<file path="src/design/cpuPkg.sv">
// widths, opcode/alu/state enums, control word, load port, store event and status structs
`default_nettype none

package cpuPkg;

  typedef logic [3:0] dataT;  // A, B and TMP nibble
  typedef logic [3:0] addrT;  // 16-word address space
  typedef logic [7:0] wordT;  // opcode in [7:4], operand in [3:0]

  // upper nibble of an instruction word; unlisted codes behave as no-ops
  typedef enum logic [3:0] {
    opNop      = 4'b0000,
    opAdd      = 4'b0001,
    opSub      = 4'b0010,
    opExchange = 4'b0011,
    opStoreA   = 4'b0110,
    opLoadA    = 4'b0111,
    opAnd      = 4'b1000,
    opOrB      = 4'b1001
  } opcodeT;

  typedef enum logic [1:0] {
    aluAdd = 2'd0,
    aluSub = 2'd1,
    aluAnd = 2'd2,
    aluOr  = 2'd3
  } aluOpT;

  // one-hot ring, one bit per T state
  typedef enum logic [5:0] {
    stT1 = 6'b000001,
    stT2 = 6'b000010,
    stT3 = 6'b000100,
    stT4 = 6'b001000,
    stT5 = 6'b010000,
    stT6 = 6'b100000
  } tStateT;

  typedef struct packed {
    logic  loadMarFromPc;
    logic  incPc;
    logic  loadIr;
    logic  loadMarFromIr;
    logic  loadAFromMem;
    logic  loadAFromB;
    logic  loadAFromAlu;
    logic  loadTmpFromA;
    logic  loadTmpFromMem;
    logic  loadBFromTmp;
    logic  loadBFromAlu;
    logic  writeMem;
    aluOpT aluOp;
  } controlWordT;

  // program load port, honoured only while reset is held
  typedef struct packed {
    logic enable;
    addrT addr;
    wordT data;
  } memLoadT;

  typedef struct packed {
    logic strobe;
    addrT addr;
    dataT data;  // upper nibble of the stored word is always zero
  } storeEventT;

  typedef struct packed {
    addrT   pc;
    dataT   a;
    dataT   b;
    logic   retire;
    opcodeT retiredOpcode;
  } cpuStatusT;

endpackage

`default_nettype wire

</file>
<file path="src/design/controlSequencer.sv">
// six-state ring sequencer, instruction register and control word decode
`default_nettype none

module controlSequencer
  import cpuPkg::*;
(
  input  wire logic   clk,
  input  wire logic   reset,
  input  wire wordT   memWord,
  output controlWordT ctrl,
  output addrT        operand,
  output logic        retire,
  output opcodeT      retiredOpcode
);

  tStateT state;
  wordT   ir;
  opcodeT opcode;

  // ring counter, T6 wraps back to T1
  always_ff @(posedge clk)
  begin
    if (!reset)
      state <= stT1;
    else
      state <= tStateT'({state[4:0], state[5]});
  end

  always_ff @(posedge clk)
  begin
    if (!reset)
      ir <= '0;  // opNop
    else if (ctrl.loadIr)
      ir <= memWord;
  end

  assign opcode        = opcodeT'(ir[7:4]);
  assign operand       = ir[3:0];
  assign retiredOpcode = opcode;
  assign retire        = (state == stT6);  // one pulse per instruction

  always_comb
  begin
    ctrl = '0;
    case (state)
      stT1: ctrl.loadMarFromPc = 1'b1;  // fetch address
      stT2: ctrl.incPc = 1'b1;
      stT3: ctrl.loadIr = 1'b1;
      stT4:
      begin
        case (opcode)
          opLoadA, opStoreA, opOrB: ctrl.loadMarFromIr = 1'b1;
          opExchange:               ctrl.loadTmpFromA = 1'b1;
          default:                  ;
        endcase
      end
      stT5:
      begin
        case (opcode)
          opLoadA:    ctrl.loadAFromMem = 1'b1;
          opExchange: ctrl.loadAFromB = 1'b1;
          opAdd:
          begin
            ctrl.aluOp        = aluAdd;
            ctrl.loadAFromAlu = 1'b1;
          end
          opSub:
          begin
            ctrl.aluOp        = aluSub;
            ctrl.loadAFromAlu = 1'b1;
          end
          opAnd:
          begin
            ctrl.aluOp        = aluAnd;
            ctrl.loadAFromAlu = 1'b1;
          end
          opStoreA:   ctrl.writeMem = 1'b1;
          opOrB:      ctrl.loadTmpFromMem = 1'b1;  // operand fetched into TMP first
          default:    ;
        endcase
      end
      stT6:
      begin
        case (opcode)
          opExchange: ctrl.loadBFromTmp = 1'b1;  // old A lands in B
          opOrB:
          begin
            ctrl.aluOp        = aluOr;
            ctrl.loadBFromAlu = 1'b1;
          end
          default:    ;
        endcase
      end
      default: ;
    endcase
  end

  // ring must never lose or duplicate its token
  stateOneHot: assert property (@(posedge clk) disable iff (!reset) $onehot(state))
    else $error("sequencer state not one-hot: %b", state);

  // A and B each have a single writer per cycle
  singleALoad: assert property (@(posedge clk)
    $onehot0({ctrl.loadAFromMem, ctrl.loadAFromB, ctrl.loadAFromAlu}))
    else $error("more than one A load strobe");

  singleBLoad: assert property (@(posedge clk)
    $onehot0({ctrl.loadBFromTmp, ctrl.loadBFromAlu}))
    else $error("more than one B load strobe");

endmodule

`default_nettype wire

</file>
<file path="src/design/addressUnit.sv">
// program counter and memory address register with pc/operand source select
`default_nettype none

module addressUnit
  import cpuPkg::*;
#(
  parameter addrT startAddress = '0
)
(
  input  wire logic        clk,
  input  wire logic        reset,
  input  wire controlWordT ctrl,
  input  wire addrT        operand,
  output addrT             pc,
  output addrT             memAddr
);

  addrT mar;

  // 4-bit count, wraps 15 -> 0 on its own
  always_ff @(posedge clk)
  begin
    if (!reset)
      pc <= startAddress;
    else if (ctrl.incPc)
      pc <= pc + addrT'(1);
  end

  always_ff @(posedge clk)
  begin
    if (!reset)
      mar <= startAddress;
    else if (ctrl.loadMarFromPc)
      mar <= pc;       // instruction fetch
    else if (ctrl.loadMarFromIr)
      mar <= operand;  // data access
  end

  assign memAddr = mar;

  // fetch and operand addressing belong to different T states
  marSingleSource: assert property (@(posedge clk) disable iff (!reset)
    !(ctrl.loadMarFromPc && ctrl.loadMarFromIr))
    else $error("MAR loaded from pc and operand in the same cycle");

endmodule

`default_nettype wire

</file>
<file path="src/design/programMemory.sv">
// 16x8 program/data memory with reset-time load port and accumulator store
`default_nettype none

module programMemory
  import cpuPkg::*;
(
  input  wire logic        clk,
  input  wire logic        reset,
  input  wire memLoadT     memLoad,
  input  wire controlWordT ctrl,
  input  wire addrT        memAddr,
  input  wire dataT        accumulator,
  output wordT             memWord,
  output storeEventT       store
);

  wordT mem [16];

  // load port only while held in reset, stores only while running
  always_ff @(posedge clk)
  begin
    if (!reset)
    begin
      if (memLoad.enable)
        mem[memLoad.addr] <= memLoad.data;
    end
    else if (ctrl.writeMem)
    begin
      mem[memAddr] <= {4'b0000, accumulator};
    end
  end

  assign memWord = mem[memAddr];  // asynchronous read

  // store is visible during the cycle it is written
  assign store.strobe = ctrl.writeMem;
  assign store.addr   = memAddr;
  assign store.data   = accumulator;

  // the sequencer sits in T1 throughout reset, so no store may collide with loading
  noStoreInReset: assert property (@(posedge clk) !reset |-> !ctrl.writeMem)
    else $error("memory store requested during reset");

endmodule

`default_nettype wire

</file>
<file path="src/design/dataPath.sv">
// A, B and TMP registers with the 4-bit ALU
`default_nettype none

module dataPath
  import cpuPkg::*;
(
  input  wire logic        clk,
  input  wire logic        reset,
  input  wire controlWordT ctrl,
  input  wire wordT        memWord,
  output dataT             accumulator,
  output dataT             bValue
);

  dataT regA;
  dataT regB;
  dataT regTmp;
  dataT aluResult;
  dataT memNibble;

  assign memNibble = memWord[3:0];  // data words use the low nibble only

  // all results wrap modulo 16
  always_comb
  begin
    case (ctrl.aluOp)
      aluAdd:  aluResult = regA + regB;
      aluSub:  aluResult = regA - regB;
      aluAnd:  aluResult = regA & regB;
      aluOr:   aluResult = regTmp | regB;  // or into B goes through TMP
      default: aluResult = '0;
    endcase
  end

  always_ff @(posedge clk)
  begin
    if (!reset)
      regA <= '0;
    else if (ctrl.loadAFromMem)
      regA <= memNibble;
    else if (ctrl.loadAFromB)
      regA <= regB;
    else if (ctrl.loadAFromAlu)
      regA <= aluResult;
  end

  // TMP holds old A during an exchange or the memory operand for or into B
  always_ff @(posedge clk)
  begin
    if (!reset)
      regTmp <= '0;
    else if (ctrl.loadTmpFromA)
      regTmp <= regA;
    else if (ctrl.loadTmpFromMem)
      regTmp <= memNibble;
  end

  always_ff @(posedge clk)
  begin
    if (!reset)
      regB <= '0;
    else if (ctrl.loadBFromTmp)
      regB <= regTmp;
    else if (ctrl.loadBFromAlu)
      regB <= aluResult;
  end

  assign accumulator = regA;
  assign bValue      = regB;

  singleTmpLoad: assert property (@(posedge clk)
    $onehot0({ctrl.loadTmpFromA, ctrl.loadTmpFromMem}))
    else $error("more than one TMP load strobe");

endmodule

`default_nettype wire

</file>
<file path="src/design/cpuTop.sv">
// top level of the accumulator CPU: sequencer, address unit, program memory, datapath
`default_nettype none

module cpuTop
  import cpuPkg::*;
#(
  parameter addrT startAddress = '0
)
(
  input  wire logic       clk,
  input  wire logic       reset,
  input  wire memLoadT    memLoad,
  output cpuStatusT       status,
  output storeEventT      store
);

  controlWordT ctrl;
  addrT        operand;
  addrT        memAddr;
  addrT        pc;
  wordT        memWord;
  dataT        accumulator;
  dataT        bValue;
  logic        retire;
  opcodeT      retiredOpcode;

  controlSequencer sequencer (
    .clk           (clk),
    .reset         (reset),
    .memWord       (memWord),
    .ctrl          (ctrl),
    .operand       (operand),
    .retire        (retire),
    .retiredOpcode (retiredOpcode)
  );

  addressUnit #(
    .startAddress (startAddress)
  ) addrUnit (
    .clk     (clk),
    .reset   (reset),
    .ctrl    (ctrl),
    .operand (operand),
    .pc      (pc),
    .memAddr (memAddr)
  );

  programMemory memory (
    .clk         (clk),
    .reset       (reset),
    .memLoad     (memLoad),
    .ctrl        (ctrl),
    .memAddr     (memAddr),
    .accumulator (accumulator),
    .memWord     (memWord),
    .store       (store)
  );

  dataPath datapath (
    .clk         (clk),
    .reset       (reset),
    .ctrl        (ctrl),
    .memWord     (memWord),
    .accumulator (accumulator),
    .bValue      (bValue)
  );

  // visible architectural state
  assign status.pc            = pc;
  assign status.a             = accumulator;
  assign status.b             = bValue;
  assign status.retire        = retire;
  assign status.retiredOpcode = retiredOpcode;

endmodule

`default_nettype wire

</file>
<file path="config.mk">
export PLATFORM = sky130hd
export DESIGN_NAME = cpuTop
export DESIGN_NICKNAME = d
export VERILOG_FILES = /design/src/design/cpuPkg.sv /design/src/design/controlSequencer.sv /design/src/design/addressUnit.sv /design/src/design/programMemory.sv /design/src/design/dataPath.sv /design/src/design/cpuTop.sv
export SDC_FILE = /design/constraint.sdc
export NUM_CORES = 1
export LEC_CHECK = 0
export ABC_AREA = 1
export BUFFER_PORTS_ARGS = -buffer_cell sky130_fd_sc_hd__buf_2
export CORE_UTILIZATION = 40
export CTS_CLUSTER_DIAMETER = 150
export DETAILED_ROUTE_END_ITERATION = 12
export PLACE_DENSITY = 0.59
export SYNTH_ARGS = -nofsm -noshare
export SYNTH_HDL_FRONTEND = slang
export SYNTH_SLANG_ARGS = --single-unit
</file>
<file path="constraint.sdc">
create_clock -name clk -period 4.7 [get_ports clk]
set_input_delay 0.94 -clock clk [delete_from_list [all_inputs] [get_ports clk]]
set_output_delay 0.94 -clock clk [all_outputs]
set_load 0.01 [all_outputs]
</file>
==> impl.org <==
** Worst setup path
- WP data arrival :: 3.25 ns
- Kind of start point of the critical path :: input port
- The setup check on the worst reg-to-reg path leaves a slack of 2.05 ns.
- Reg2Reg Capture Point :: memory.mem[15][3]$_DFFE_PP_
- For the worst flop-to-flop path, the logic depth is 7.
- STA puts the critical path data required time at 4.75 ns.
- Path type of the worst setup path :: input port to register
- Critical R2R Launch :: sequencer.state[3]$_SDFF_PN0_
- The worst setup path is captured at a register.
- Along the worst path, the maximum fanout reaches 22.

** STA
- Fmax :: 313 MHz
- The worst pin sits at a relative slew slack of 38.3%.
- Setup TNS :: 0 ns
- Setup violations remaining at the end of the flow were counted as 0.
- Count of pins over their slew limit :: 0
- Worst setup skew after layout :: 0.0115 ns
- For the pin with the worst max-slew slack, the measured transition is 0.925 ns.
- Endpoints failing hold :: 0
- Setup repair after global routing left no endpoint under its margin.
- Portion of the clock cycle consumed by the worst path in the final layout :: 68.0%
- Counting I/O delays and the setup requirement, the final critical path takes 3.19 ns.

** Global route
- Overall overflow remaining after global route :: 0
- The first global-routing pass estimated 27300 um of wire.
- Pin count of the biggest net entering global routing :: 68
- Antenna violations before repair :: 0
- Global routing consumed, over all layers together, 20.5% of the routing resources.
- Via count of the first global-routing pass :: 4682

** Synth
- The mapped netlist covers 7330 um2.
- Yosys synthesis warning count :: 0
- After synthesis the netlist holds a flip-flop and latch count of 166.
- Synthesis produced 751 cells.
- Mean Syn Cell Area :: 9.77 um2
- Counting every net in the synthesized netlist gives 773.
- After synthesis, flip-flops and latches occupy 62.8% of the total area.
- After synthesis, the netlist uses 34 different library cells.

** Clock network
- Hold buffers post-CTS :: 0
- The clock reaches the later pin of the worst-skew pair after 0.43 ns.
- Clock tree from TritonCTS :: done
- CTS Root Buffer Type :: sky130_fd_sc_hd__clkbuf_16
- Maximum number of buffers from clock root to sink :: 2
- Cts bufs inserted :: 17
- Count of buffers added by post-CTS timing repair for setup :: 0
- After clock tree synthesis, the clock-pin slew on the worst setup and hold paths is 0.06 ns.
- Counting every sink on the clock net gives 166.
- Gates resized during post-CTS repair numbered 0.
- Deepest level of the CTS H-tree :: 4

** Drt
- Overall via count from detail_route :: 5310
- In the final routed layout, each cell accounts on average for 18.0 um.
- Post-detailed-route count of antenna-violating nets :: 0
- The pre-antenna-repair detailed-routing pass consisted of 5 iterations.
- First DRT Iteration DRCs :: 570
- Total detailed-routing wirelength :: 18400 um
- Residual DRC count :: 0
- Vias per inst :: 5.19

** Floorplanning
- IO Count :: 41
- The die is 137 um wide.
- The core region is 18000 um2.
- Number of standard-cell rows in the floorplan :: 49
- Chip Height :: 137 um
- The die covers 18900 um2.
- Initial core utilization :: 40.8%

** Hold path
- The path class of the tightest hold or removal check is register to register.
- In this run the most critical hold path is launched from sequencer.state[3]$_SDFF_PN0_.
- Worst Hold Depth :: 2
- The path with the worst hold slack has its endpoint at sequencer.state[4]$_SDFF_PN0_.

** Placement
- During placement, the flow inserted port buffers numbering 40.
- Routability-driven placement finished with a final weighted congestion of 0.835.
- Detailed placement ended at an HPWL of 12300 um.

** Final layout
- Registers take 4610 um2.
- The layout has 1695 filler cells.
- Area used by multi-input combinational logic :: 2250 um2
- Number of diodes added for antenna fixing :: 0
- The post-route netlist has 12.2% of its cells at a drive strength greater than 1.
- Area Growth Syn to Fin :: 12.3%
- For this run, the post-layout net count is 804.

** Power
- Static power due to leakage :: 3.20 nW
- PnR Total Power :: 3.11 mW
- VDD sags by at most 0.000286 V.
- Cell Pwr Density :: 378 nW/um2

** Run
- Max-cap viol count :: 0

** Status
- The flow ran to the end, and the final reports show no timing, DRC or antenna violations.
logic make-up after synthesis:
kind of cell             Yosys count  share of synthesized area (%)
buffers and inverters            120                           6.60
adder cells (fa/ha/maj)            7                           1.30
AND/OR/NAND/NOR                  318                           18.5
XOR/XNOR                           2                          0.239
AO/OA/AOI/OAI                    138                           10.6
flip-flops                       166                           62.8
synth_stat cells, drive strengths merged:
cell type,number,area share [%]
inv,87,4.5
a21o,1,0.10
edfxtp,128,52
clkbuf,15,0.77
nor3,7,0.70
nand4,5,0.43
o221ai,7,0.84
a211oi,4,0.41
xor2,2,0.24
o22ai,3,0.26
a31oi,4,0.34
buf,18,1.4
o21ai,90,6.1
nand2,118,6.2
nor2,135,7.0
a21oi,14,0.96
o211ai,14,1.4
fa,1,0.27
o21bai,1,0.10
nand3,49,3.7
ha,6,1.0
dfxtp,38,10
nand3b,3,0.31
nor4,1,0.17
per-layer routing:
metal  up-vias  GRT usage (%)  routed length (um)
li1       2602              -                   -
met1      2497           28.5                8420
met2       191           30.6                8250
met3        20           5.96                1440
met4         0           6.78                 295
met5         -              0                   0
power breakdown:
part | switching (mW) | total (mW) | leakage [nW] | internal [mW]
clock | 0.587 | 1.27 | 0.251 | 0.682
sequential | 0.0190 | 1.61 | 1.46 | 1.60
combinational | 0.168 | 0.228 | 1.49 | 0.0599
total | 0.774 | 3.11 | 3.20 | 2.34
per-stage QoR:
stage               setup WS, ns  std cells  hold WS, ns  util (%)  cell area [um2]
floorplan                   2.10        751        0.432         -             7330
global placement            1.11        992        0.440      42.9             7700
detailed placement          1.05        992        0.439      42.9             7700
CTS                         1.51       1024        0.449      45.9             8240
global route                1.26       1024        0.487      45.9             8240
finish                      1.51       1024        0.453      45.9             8240
worst max-delay path: stages:
cell                      delay [ns]
sky130_fd_sc_hd__buf_2          0.32
sky130_fd_sc_hd__inv_1          0.33
sky130_fd_sc_hd__nor3_4         0.43
sky130_fd_sc_hd__inv_2          0.21
sky130_fd_sc_hd__nand2_2        0.17
sky130_fd_sc_hd__nand3_1        0.21
sky130_fd_sc_hd__nor2_1         0.63
how the worst max path moves through the flow:
stage	startpoint	end	slack (ns)	depth (start not counted)
2_1_floorplan	reset	memory.mem[0][0]$_DFFE_PP_	2.10	5
3_3_place_gp	reset	memory.mem[12][6]$_DFFE_PP_	1.11	9
3_5_place_dp	reset	memory.mem[15][5]$_DFFE_PP_	1.05	7
4_1_cts	reset	memory.mem[15][1]$_DFFE_PP_	1.51	7
5_1_grt	reset	memory.mem[15][3]$_DFFE_PP_	1.26	7
6_report	reset	memory.mem[15][3]$_DFFE_PP_	1.51	7
cells in the final DEF, fill, tap and decap left out, drive strengths merged, types with 4 or more instances in the layout:
cell and n:
nor2 135, edfxtp 128, nand2 118, o21ai 90, inv 90, nand3 49
buf 45, dfxtp 38, clkbuf 19, a21oi 14, o211ai 14, o221ai 7
nor3 7, ha 6, clkinv 6, nand4 5, a211oi 4, a31oi 4
clkinvlp 4
sequential cells by signal (all words and copies together), names as in the netlist, named ones only:
name and flops:
sequencer.ir 8, memory.mem 128, datapath.accumulator 4, addrUnit.memAddr 4
sequencer.state 6, datapath.bValue 4, datapath.regTmp 4, addrUnit.pc 4
layout make-up:
class,instances,area share [%]
Clock buffer,19,5.26
Timing Repair Buffer,45,2.89
Inverter,87,3.96
Tap cell,229,3.48
Clock inverter,13,1.25
Multi-Input combinational cell,465,27.3
Sequential cell,166,55.9
Power figures use the tool's default switching activity.
